==> config.mk <==
export PLATFORM = sky130hd
export DESIGN_NAME = ntm_write_weighting
export DESIGN_NICKNAME = d
export VERILOG_FILES = /design/src/common/ntm_gate_pkg.sv /design/src/common/gate_stream_if.sv /design/src/logistic/scalar_logistic.sv /design/src/hdl/write_gate.sv /design/src/hdl/weighting_blend.sv /design/src/hdl/ntm_write_weighting.sv
export VERILOG_INCLUDE_DIRS = /design/src /design/src/common
export SDC_FILE = /design/constraint.sdc
export NUM_CORES = 2
export LEC_CHECK = 0
export ABC_AREA = 1
export BUFFER_PORTS_ARGS = -buffer_cell sky130_fd_sc_hd__clkbuf_2
export CORE_ASPECT_RATIO = 1.5
export CORE_UTILIZATION = 40
export DETAILED_ROUTE_END_ITERATION = 8
export GPL_TIMING_DRIVEN = 0
export SLEW_MARGIN = 40
export SYNTH_ARGS = -nofsm -noshare
export SYNTH_HDL_FRONTEND = slang
export SYNTH_SLANG_ARGS = --single-unit
==> constraint.sdc <==
create_clock -name clk -period 10.6 [get_ports clk]
set_input_delay 0 -clock clk [delete_from_list [all_inputs] [get_ports clk]]
set_output_delay 0 -clock clk [all_outputs]
set_load 0.005 [all_outputs]
==> src/common/ntm_gate_config.svh <==
// Write weighting configuration
// Fixed-point format and sigmoid segment breakpoints

`ifndef NTM_GATE_CONFIG_SVH
`define NTM_GATE_CONFIG_SVH

// Word width and binary point of every value
`define NTM_DATA_WIDTH 16
`define NTM_FRAC_BITS 12

// Sigmoid breakpoints on |x|, scaled by 2^12
// 5.0
`define NTM_SEG_SAT 20480
// 2.375
`define NTM_SEG_HIGH 9728
// 1.0
`define NTM_SEG_MID 4096

`endif

==> src/common/ntm_gate_pkg.sv <==
// Write weighting package
// Fixed-point word type, sigmoid segment names and the unit constant

`include "ntm_gate_config.svh"

package ntm_gate_pkg;

  //////////////////////////////////////////////////////////////////////
  // Types
  //////////////////////////////////////////////////////////////////////

  // Signed word with NTM_FRAC_BITS fraction bits
  typedef logic signed [`NTM_DATA_WIDTH-1:0] fixed_t;

  // Linear piece chosen by the sigmoid approximation
  typedef enum logic [1:0] {
    // |x| below 1
    SEG_LOW,
    // 1 up to 2.375
    SEG_MID,
    // 2.375 up to 5
    SEG_HIGH,
    // Flat at one
    SEG_SAT
  } sig_segment_e;

  //////////////////////////////////////////////////////////////////////
  // Constants
  //////////////////////////////////////////////////////////////////////

  // 1.0 in the fixed-point format
  localparam fixed_t fixed_one = fixed_t'(1 << `NTM_FRAC_BITS);

endpackage

==> src/common/gate_stream_if.sv <==
// Gate stream between write gate and blend stage
// Carries squashed gates plus the a and c weights under valid/ready

interface gate_stream_if;
  import ntm_gate_pkg::*;

  // Handshake
  logic   valid;
  logic   ready;

  // Squashed write and allocation gates
  fixed_t gw;
  fixed_t ga;

  // Allocation and content weights, passed along with the gates
  fixed_t a;
  fixed_t c;

  // Producer side
  modport src (
    output valid, gw, ga, a, c,
    input  ready
  );

  // Consumer side
  modport dst (
    input  valid, gw, ga, a, c,
    output ready
  );

endinterface

==> src/logistic/scalar_logistic.sv <==
// Scalar logistic function
// Two-stage piecewise-linear sigmoid built from shifts and adds

`include "ntm_gate_config.svh"

module scalar_logistic (
  input  logic                 clk,
  input  logic                 rst,
  input  logic                 in_valid,
  output logic                 in_ready,
  input  ntm_gate_pkg::fixed_t x,
  output logic                 out_valid,
  input  logic                 out_ready,
  output ntm_gate_pkg::fixed_t y
);
  import ntm_gate_pkg::*;

  localparam int W = `NTM_DATA_WIDTH;
  localparam int F = `NTM_FRAC_BITS;

  // Segment offsets 0.5, 0.625 and 0.84375
  localparam fixed_t OFS_LOW  = fixed_t'(1 << (F - 1));
  localparam fixed_t OFS_MID  = fixed_t'(5 << (F - 3));
  localparam fixed_t OFS_HIGH = fixed_t'(27 << (F - 5));

  logic         neg_in;
  logic [W-1:0] mag_in;
  sig_segment_e seg_in;
  logic         s1_valid;
  logic         s1_neg;
  logic [W-1:0] s1_mag;
  sig_segment_e s1_seg;
  logic         s2_ready;
  fixed_t       y_pos;
  fixed_t       y_next;

  //////////////////////////////////////////////////////////////////////
  // Stage one
  //////////////////////////////////////////////////////////////////////

  // Magnitude as unsigned, so -32768 still maps to 32768
  assign neg_in = x[W-1];
  assign mag_in = neg_in ? $unsigned(-x) : $unsigned(x);

  always_comb begin
    if (mag_in >= `NTM_SEG_SAT)
      seg_in = SEG_SAT;
    else if (mag_in >= `NTM_SEG_HIGH)
      seg_in = SEG_HIGH;
    else if (mag_in >= `NTM_SEG_MID)
      seg_in = SEG_MID;
    else
      seg_in = SEG_LOW;
  end

  // Free slot, or the held item moves on this cycle
  assign s2_ready = !out_valid || out_ready;
  assign in_ready = !s1_valid || s2_ready;

  always_ff @(posedge clk) begin
    if (rst)
      s1_valid <= 1'b0;
    else if (in_ready)
      s1_valid <= in_valid;
  end

  always_ff @(posedge clk) begin
    if (in_valid && in_ready) begin
      s1_neg <= neg_in;
      s1_mag <= mag_in;
      s1_seg <= seg_in;
    end
  end

  //////////////////////////////////////////////////////////////////////
  // Stage two
  //////////////////////////////////////////////////////////////////////

  always_comb begin
    case (s1_seg)
      SEG_SAT:  y_pos = fixed_one;
      SEG_HIGH: y_pos = fixed_t'(s1_mag >> 5) + OFS_HIGH;
      SEG_MID:  y_pos = fixed_t'(s1_mag >> 3) + OFS_MID;
      default:  y_pos = fixed_t'(s1_mag >> 2) + OFS_LOW;
    endcase
    // Odd symmetry around 0.5
    y_next = s1_neg ? fixed_one - y_pos : y_pos;
  end

  always_ff @(posedge clk) begin
    if (rst)
      out_valid <= 1'b0;
    else if (s2_ready)
      out_valid <= s1_valid;
  end

  always_ff @(posedge clk) begin
    if (s1_valid && s2_ready)
      y <= y_next;
  end

  // Output stays a probability
  a_y_range: assert property (@(posedge clk) disable iff (rst)
    out_valid |-> (y >= 0) && (y <= fixed_one));

  // Stalled result is held
  a_y_hold: assert property (@(posedge clk) disable iff (rst)
    out_valid && !out_ready |=> out_valid && $stable(y));

endmodule

==> src/hdl/write_gate.sv <==
// Write gate
// Squashes the raw write and allocation gates in lockstep
// and carries a and c alongside them

module write_gate (
  input  logic                 clk,
  input  logic                 rst,
  input  logic                 in_valid,
  output logic                 in_ready,
  input  ntm_gate_pkg::fixed_t gw_hat,
  input  ntm_gate_pkg::fixed_t ga_hat,
  input  ntm_gate_pkg::fixed_t a,
  input  ntm_gate_pkg::fixed_t c,
  gate_stream_if.src           gates
);
  import ntm_gate_pkg::*;

  logic   gw_in_ready;
  logic   ga_in_ready;
  logic   gw_out_valid;
  logic   ga_out_valid;
  logic   ac_v1;
  logic   ac_v2;
  logic   ac_ready2;
  fixed_t a_q1;
  fixed_t c_q1;
  fixed_t a_q2;
  fixed_t c_q2;

  // Both units see the same input and output handshake
  assign in_ready    = gw_in_ready && ga_in_ready;
  assign gates.valid = gw_out_valid;
  assign gates.a     = a_q2;
  assign gates.c     = c_q2;

  // gw = sigmoid(gw_hat)
  scalar_logistic gw_logistic_i (
    .clk      (clk),
    .rst      (rst),
    .in_valid (in_valid),
    .in_ready (gw_in_ready),
    .x        (gw_hat),
    .out_valid(gw_out_valid),
    .out_ready(gates.ready),
    .y        (gates.gw)
  );

  // ga = sigmoid(ga_hat)
  scalar_logistic ga_logistic_i (
    .clk      (clk),
    .rst      (rst),
    .in_valid (in_valid),
    .in_ready (ga_in_ready),
    .x        (ga_hat),
    .out_valid(ga_out_valid),
    .out_ready(gates.ready),
    .y        (gates.ga)
  );

  //////////////////////////////////////////////////////////////////////
  // Side pipeline for a and c
  //////////////////////////////////////////////////////////////////////

  // Same slot rule as the logistic stages
  assign ac_ready2 = !ac_v2 || gates.ready;

  always_ff @(posedge clk) begin
    if (rst) begin
      ac_v1 <= 1'b0;
      ac_v2 <= 1'b0;
    end else begin
      if (in_ready)
        ac_v1 <= in_valid;
      if (ac_ready2)
        ac_v2 <= ac_v1;
    end
  end

  always_ff @(posedge clk) begin
    if (in_valid && in_ready) begin
      a_q1 <= a;
      c_q1 <= c;
    end
    if (ac_v1 && ac_ready2) begin
      a_q2 <= a_q1;
      c_q2 <= c_q1;
    end
  end

  // Gate units and side pipeline never drift apart
  a_lockstep: assert property (@(posedge clk) disable iff (rst)
    (gw_out_valid == ga_out_valid) && (ac_v2 == gw_out_valid));

endmodule

==> src/hdl/weighting_blend.sv <==
// Weighting blend
// Mixes allocation and content weights by ga, then scales by gw

`include "ntm_gate_config.svh"

module weighting_blend (
  input  logic                 clk,
  input  logic                 rst,
  gate_stream_if.dst           gates,
  output logic                 out_valid,
  input  logic                 out_ready,
  output ntm_gate_pkg::fixed_t w
);
  import ntm_gate_pkg::*;

  localparam int W = `NTM_DATA_WIDTH;
  localparam int F = `NTM_FRAC_BITS;

  logic signed [2*W-1:0] prod_a;
  logic signed [2*W-1:0] prod_c;
  logic signed [2*W-1:0] prod_w;
  fixed_t                one_minus_ga;
  fixed_t                mix_next;
  fixed_t                mix_q;
  fixed_t                gw_q;
  logic                  s1_valid;
  logic                  s2_ready;

  //////////////////////////////////////////////////////////////////////
  // Stage one
  //////////////////////////////////////////////////////////////////////

  // ga*a + (1 - ga)*c, each product truncated on its own
  assign one_minus_ga = fixed_one - gates.ga;
  assign prod_a       = gates.ga * gates.a;
  assign prod_c       = one_minus_ga * gates.c;
  assign mix_next     = fixed_t'(prod_a >>> F) + fixed_t'(prod_c >>> F);

  assign s2_ready    = !out_valid || out_ready;
  assign gates.ready = !s1_valid || s2_ready;

  always_ff @(posedge clk) begin
    if (rst)
      s1_valid <= 1'b0;
    else if (gates.ready)
      s1_valid <= gates.valid;
  end

  // gw rides along for stage two
  always_ff @(posedge clk) begin
    if (gates.valid && gates.ready) begin
      mix_q <= mix_next;
      gw_q  <= gates.gw;
    end
  end

  //////////////////////////////////////////////////////////////////////
  // Stage two
  //////////////////////////////////////////////////////////////////////

  assign prod_w = mix_q * gw_q;

  always_ff @(posedge clk) begin
    if (rst)
      out_valid <= 1'b0;
    else if (s2_ready)
      out_valid <= s1_valid;
  end

  always_ff @(posedge clk) begin
    if (s1_valid && s2_ready)
      w <= fixed_t'(prod_w >>> F);
  end

  // Result is offered until taken
  a_out_hold: assert property (@(posedge clk) disable iff (rst)
    out_valid && !out_ready |=> out_valid);

endmodule

==> src/hdl/ntm_write_weighting.sv <==
// NTM write weighting
// w = sigmoid(gw_hat) * (ga*a + (1 - ga)*c) with ga = sigmoid(ga_hat)
// Four-cycle valid/ready pipeline, one memory row per item

module ntm_write_weighting (
  input  logic                 clk,
  input  logic                 rst,

  // Command side
  input  logic                 in_valid,
  output logic                 in_ready,
  input  ntm_gate_pkg::fixed_t gw_hat,
  input  ntm_gate_pkg::fixed_t ga_hat,
  input  ntm_gate_pkg::fixed_t a,
  input  ntm_gate_pkg::fixed_t c,

  // Result side
  output logic                 out_valid,
  input  logic                 out_ready,
  output ntm_gate_pkg::fixed_t w
);

  // Squashed gates with a and c
  gate_stream_if gates_if ();

  // Gate squashing, two cycles
  write_gate write_gate_i (
    .clk     (clk),
    .rst     (rst),
    .in_valid(in_valid),
    .in_ready(in_ready),
    .gw_hat  (gw_hat),
    .ga_hat  (ga_hat),
    .a       (a),
    .c       (c),
    .gates   (gates_if.src)
  );

  // Mix and scale, two cycles
  weighting_blend weighting_blend_i (
    .clk      (clk),
    .rst      (rst),
    .gates    (gates_if.dst),
    .out_valid(out_valid),
    .out_ready(out_ready),
    .w        (w)
  );

endmodule

; After elaboration in Yosys (flattened, before gate mapping)
; Index checks and enable logic that the tools add are counted.
[word_totals]
reg_bits = 190
in_bits = 68
output_inout_bits = 18
elab_cells = 87
[classes]
addsub = 12
n_mul = 3
order_cmp = 6
n_eq_ne = 6
n_mux = 10
reduce_logical = 25
[ops]
columns = op, n
row1 = $pmux W15 S3, 2
row2 = $mul A16 B16 Y28, 3
row3 = $mux W16, 4
row4 = $sub A14 B16 Y16 const A, 3
row5 = $ge A16 B13 Y1 const B, 2
row6 = $ge A16 B14 Y1 const B, 2
row7 = $ge A16 B15 Y1 const B, 2
row8 = $neg A16 Y16, 2
row9 = $add A14 B12 Y15 const B, 2
row10 = $add A13 B12 Y14 const B, 2
row11 = $add A11 B12 Y13 const B, 2
row12 = $add A16 B16 Y16, 1
row13 = $logic_and A1 B1 Y1, 9
row14 = $eq A2 B2 Y1 const B, 4
row15 = $logic_not A1 Y1, 7
row16 = $logic_or A1 B1 Y1, 7
row17 = $eq A2 B1 Y1 const B, 2
row18 = $mux W1, 4
row19 = $reduce_or A2 Y1, 2

; Logic depth before layout (Yosys ltp)
[logic_depth]
depth_word = 7
depth_mapped = 44
ltp_nobuf = 43

; Hierarchy
; From an unflattened synthesis, not the netlist that was laid out.
[hier_totals]
cells_unflattened = 4289
area_unflattened_um2 = 36333.6
[by_module_without_submodules]
columns = mod, n_inst, cells_each, area_each_um2
row1 = weighting_blend, 1, 3560, 29244.3
row2 = scalar_logistic, 2, 326, 2536.2
row3 = write_gate, 1, 77, 2016.9

; Worst setup path before layout
; OpenSTA, ideal clock, no wires.
[synth_path]
path_kind = register to register
from = reg write_gate_i.ga_logistic_i.y[1]
to = reg weighting_blend_i.mix_q[13] (data pin)
arrival_time_ns = 7.538
setup_slack_ns = 2.804
stages_incl_launch_ff = 39
n_path_buf = 1
cell_sequence = edfxtp_1 clkbuf_1 inv_1 ha_1 nand2_1 nor2_1 inv_1 nor2_1 nand2_1 nand2_1 nand2_1 inv_1 nand2_1 fa_1 fa_1 fa_1 fa_1 inv_1 [3 not listed] inv_1 ha_1 nand2_1 nor4_1 a21oi_1 o21ai_1 a21boi_0 xnor2_1 ha_1 a21oi_1 inv_1 a31oi_1 o21ai_1 a21boi_0 o21ai_1 nand3_1 nand2_1 xor2_1
[synth_via]
elab_chain_len = 3
[synth_rtl]
columns = element, line_no
row1 = from (decl), scalar_logistic.sv:14  ; output ntm_gate_pkg::fixed_t y
row2 = from (signal assigned), scalar_logistic.sv:99  ; y <= y_next;
row3 = $sub A14 B16 Y16, weighting_blend.sv:34  ; assign one_minus_ga = fixed_one - gates.ga;
row4 = $mul A16 B16 Y28, weighting_blend.sv:36  ; assign prod_c = one_minus_ga * gates.c;
row5 = $add A16 B16 Y16 *, weighting_blend.sv:37  ; assign mix_next = fixed_t'(prod_a >>> F) + fixed_t'(prod_c >>> F);
row6 = named net weighting_blend_i.mix_next[13], weighting_blend.sv:23  ; fixed_t mix_next;
row7 = to (signal assigned), weighting_blend.sv:52  ; mix_q <= mix_next;
row8 = to (decl), weighting_blend.sv:24  ; fixed_t mix_q;
; Mark *: on every way through the listed nets, which the timed path passes. The rest lies on a longest branch.
; A chain may end at the register's enable or synchronous reset.

; Final worst setup path
; Ends and elaborated chain as after synthesis.

==> flow_metrics.py <==
metrics = {
    "sta": {
        "tns_ns": 0,
        "hold_viol_final": 0,
        "timing.slew.headroom_pct": 41.84,
        "max_clock_freq_mhz": 105.4,
        "worst_slew_pin_slew_ns": 0.8724,
        "rsz0062_at_grt": "false",
        "layout_min_cycle_time_ns": 9.484,
        "final-setup-viol-count": 0,
        "final.period_utilization_pct": 89.47,
        "finalClockSkew_ns": 0.03177,
        "finalMaxSlewViolations": 0,
    },
    "die": {
        "coreArea_um2": 88860,
        "initial_utilization_pct": 40.41,
        "io_pins": 86,
        "die_width_um": 246.6,
        "rows": 134,
        "die_h_um": 369.0,
        "dieArea_um2": 91000,
    },
    "logic_synthesis": {
        "synth_top_cell_by_area": "fa_1",
        "avgSynthCellArea_um2": 8.376,
        "ys_seq_area_share_pct": 15.33,
        "synth-warning-count": 0,
        "syn_area_um2": 35910,
        "ys_types": 54,
        "yosysTopAreaCellShare_pct": 38.19,
        "netlist_instances": 4287,
        "synth.area.top_cells": "fa_1 38%, edfxtp_1 15%, inv_1 13%, nand2_1 10%, ha_1 8.9%",
        "syn-num-nets": 5294,
        "ys_ff_latch": 186,
    },
    "cells_and_area": {
        "stdcell_count": 5635,
        "diodes": 0,
        "syn_to_final_growth_pct": 9.258,
        "post-route-util_pct": 44.15,
        "design_area_um2": 39230,
        "fin_nets": 5473,
        "final-seq-area_um2": 5505,
        "multi_input_area_um2": 25280,
        "fill_cells": 8907,
        "drive_above_1_share_pct": 4.019,
    },
    "global_routing": {
        "grt_usage_pct": 21.67,
        "first_global_vias": 28760,
        "grt_pass1_wl_um": 150300,
        "grt_max_degree": 33,
        "grt_overflow": 0,
        "antenna_found_initial": 0,
    },
    "run": {
        "cap_violations": 0,
    },
    "worst_setup_path": {
        "crit_arrival_ns": 9.72,
        "r2r-start": "write_gate_i.ga_logistic_i.y[1]$_DFFE_PP_",
        "crit_required_ns": 10.83,
        "crit_slowest_cell": "fa_1",
        "critPathLaunchType": "register",
        "crit_fanout": 9,
        "rrSetupSlack_ns": 1.12,
        "endpoint_kind": "register",
        "crit_end": "weighting_blend_i.mix_q[13]$_DFFE_PP_",
        "crit_buf_inv": 8,
        "reg2regPathDepth": 37,
        "crit_type": "register to register",
        "startpoint": "write_gate_i.ga_logistic_i.y[1]$_DFFE_PP_",
        "path_delay_family": "adder cells",
        "cpPeakStageDelay_ns": 0.58,
        "r2r_end": "weighting_blend_i.mix_q[13]$_DFFE_PP_",
        "cp.depth": 37,
    },
    "drt": {
        "drt_iter0_markers": 1510,
        "num_vias": 27300,
        "drtAntennaViolNets": 0,
        "viasPerCell": 4.844,
        "route.detailed.drc": 0,
        "detail_route.wl_per_cell_um": 16.80,
        "first_pass_iters": 5,
        "drt_wl_total_um": 94690,
    },
    "clocking": {
        "cts_sinks": 186,
        "post_cts_resized": 0,
        "clockRootBuffer": "clkbuf_16",
        "numCtsBuffers": 17,
        "cts_buffer_depth": 2,
        "postCtsSetupRepairBufs": 0,
        "cts_tree": "built",
        "clk-insertion-delay-late_ns": 0.52,
        "cts.htree.levels": 4,
        "clk_pin_slew_ns": 0.08,
    },
    "placement": {
        "place_hpwl_um": 80520,
        "port_buffers": 84,
        "postPlaceCellArea_um2": 37860,
        "routabilityCongestion": 0.9274,
        "dp_cells": 5530,
    },
    "run_status": {
        "status": "finished, final reports clean",
    },
    "min_path": {
        "worstHoldPathType": "input port to register",
    },
}
[kinds of logic after synthesis]
logic type / after synthesis / share of synthesized area [%]
XOR/XNOR: 153 / 3.753
AND/OR/NAND/NOR: 1374 / 15.29
adder cells (fa/ha/maj): 939 / 47.04
flip-flops: 186 / 15.33
buffers and inverters: 1362 / 14.35
AO/OA/AOI/OAI: 273 / 4.241
[through the flow]
stage / setup WS [ns] / hold WS (ns)
2_1_floorplan: 2.804 / 0.09887
3_3_place_gp: 1.087 / 0.1776
6_report: 1.116 / 0.02012
5_1_grt: 0.4767 / 0.06435
4_1_cts: 1.023 / 0.0002827
3_5_place_dp: 1.100 / 0.1786
[layout by cell type (no fill, tap or decap), types with 13 or more instances in the layout]
cell type	instances
a21oi_1	113
clkbuf_1	107
clkbuf_16	17
clkbuf_2	85
dlygate4sd3_1	73
edfxtp_1	178
fa_1	685
ha_1	254
inv_1	1207
nand2_1	955
nand3_1	81
nand4_1	15
nor2_1	251
nor3_1	17
o21ai_0	82
o21ai_1	16
or2_2	13
xnor2_1	50
xor2_1	102
[flip-flops by register name (all words and copies together), names as in the netlist, 2 cells and up]
name	flops
weighting_blend_i.gw_q	16
weighting_blend_i.mix_q	16
weighting_blend_i.w	16
write_gate_i.a_q1	16
write_gate_i.c_q1	16
write_gate_i.ga_logistic_i.s1_mag	14
write_gate_i.ga_logistic_i.s1_seg	2
write_gate_i.ga_logistic_i.y	16
write_gate_i.gates.a	16
write_gate_i.gates.c	16
write_gate_i.gw_logistic_i.s1_mag	14
write_gate_i.gw_logistic_i.s1_seg	2
write_gate_i.gw_logistic_i.y	16
[worst min-delay path by stage]
stage	cells after the start	endpoint	startpoint
after global placement	1	write_gate_i.a_q1[13]$_DFFE_PP_	a[13]
after global routing	5	write_gate_i.ga_logistic_i.s1_mag[3]$_DFFE_PP_	ga_hat[1]
after detailed placement	1	write_gate_i.a_q1[13]$_DFFE_PP_	a[13]
after floorplan	0	write_gate_i.a_q1[0]$_DFFE_PP_	a[0]
after CTS	5	write_gate_i.ga_logistic_i.s1_mag[3]$_DFFE_PP_	ga_hat[1]
final	5	write_gate_i.ga_logistic_i.s1_mag[3]$_DFFE_PP_	ga_hat[1]
[worst reg2reg max path, delay by kind of cell, from the launching register on]
| kind | cells | cell delay, ns |
|---|---|---|
| and+or+nand+nor | 10 | 1.82 |
| xor gates and xnor gates | 2 | 0.39 |
| buffers and inverters | 8 | 1.21 |
| DFF | 1 | 0.39 |
| AOI/OAI and AO/OA | 8 | 1.58 |
| adders and majority gates | 9 | 3.87 |
[metal layers]
| layer | GRT usage (%) | vias up | wire length [um] | part of all wire (%) |
|---|---|---|---|---|
| met4 | 11.94 | 0 | 5745 | 6.1 |
| li1 | - | 12850 | - | - |
| met2 | 42.10 | 680 | 52930 | 56 |
| met5 | 0 | - | 0 | 0 |
| met1 | 22.21 | 13550 | 32700 | 35 |
| met3 | 2.181 | 226 | 3308 | 3.5 |
[cell type report]
type	count	area share [%]
Buffer	137	1.410
Clock buffer	17	1.084
Clock inverter	15	0.5422
Inverter	1225	11.73
Multi-Input combinational cell	2739	64.42
Sequential cell	186	14.03
Tap cell	1156	3.687
Timing Repair Buffer	160	3.093
[Yosys cell counts, drive strengths merged]
cell / n
inv: 1218
nand2: 960
fa: 685
nor2: 260
ha: 254
edfxtp: 178
a21oi: 114
clkbuf: 108
xor2: 103
o21ai: 99
nand3: 81
xnor2: 50
buf: 29
nor3: 19
nand4: 15
or2: 14
nor4: 12
o211ai: 11
nand3b: 9
a31oi: 8
dfxtp: 8
o21bai: 8
clkinv: 7
o21a: 7
a21o: 6
o31ai: 4
a211oi: 3
a21boi: 3
a221oi: 2
a22oi: 2
and2: 2
and3: 2
a2bb2oi: 1
a32oi: 1
o2111ai: 1
o211a: 1
o22ai: 1
o311ai: 1
[what timing repair did]
action / 4_1_cts / 5_1_grt
hold endpoints to repair: 72 / 0
hold buffers: 73 / 0
endpoints found under the setup margin: 0 / 0
Power is not shown: default switching activity piles up to over one toggle a cycle in this logic, so the estimate is an artifact.
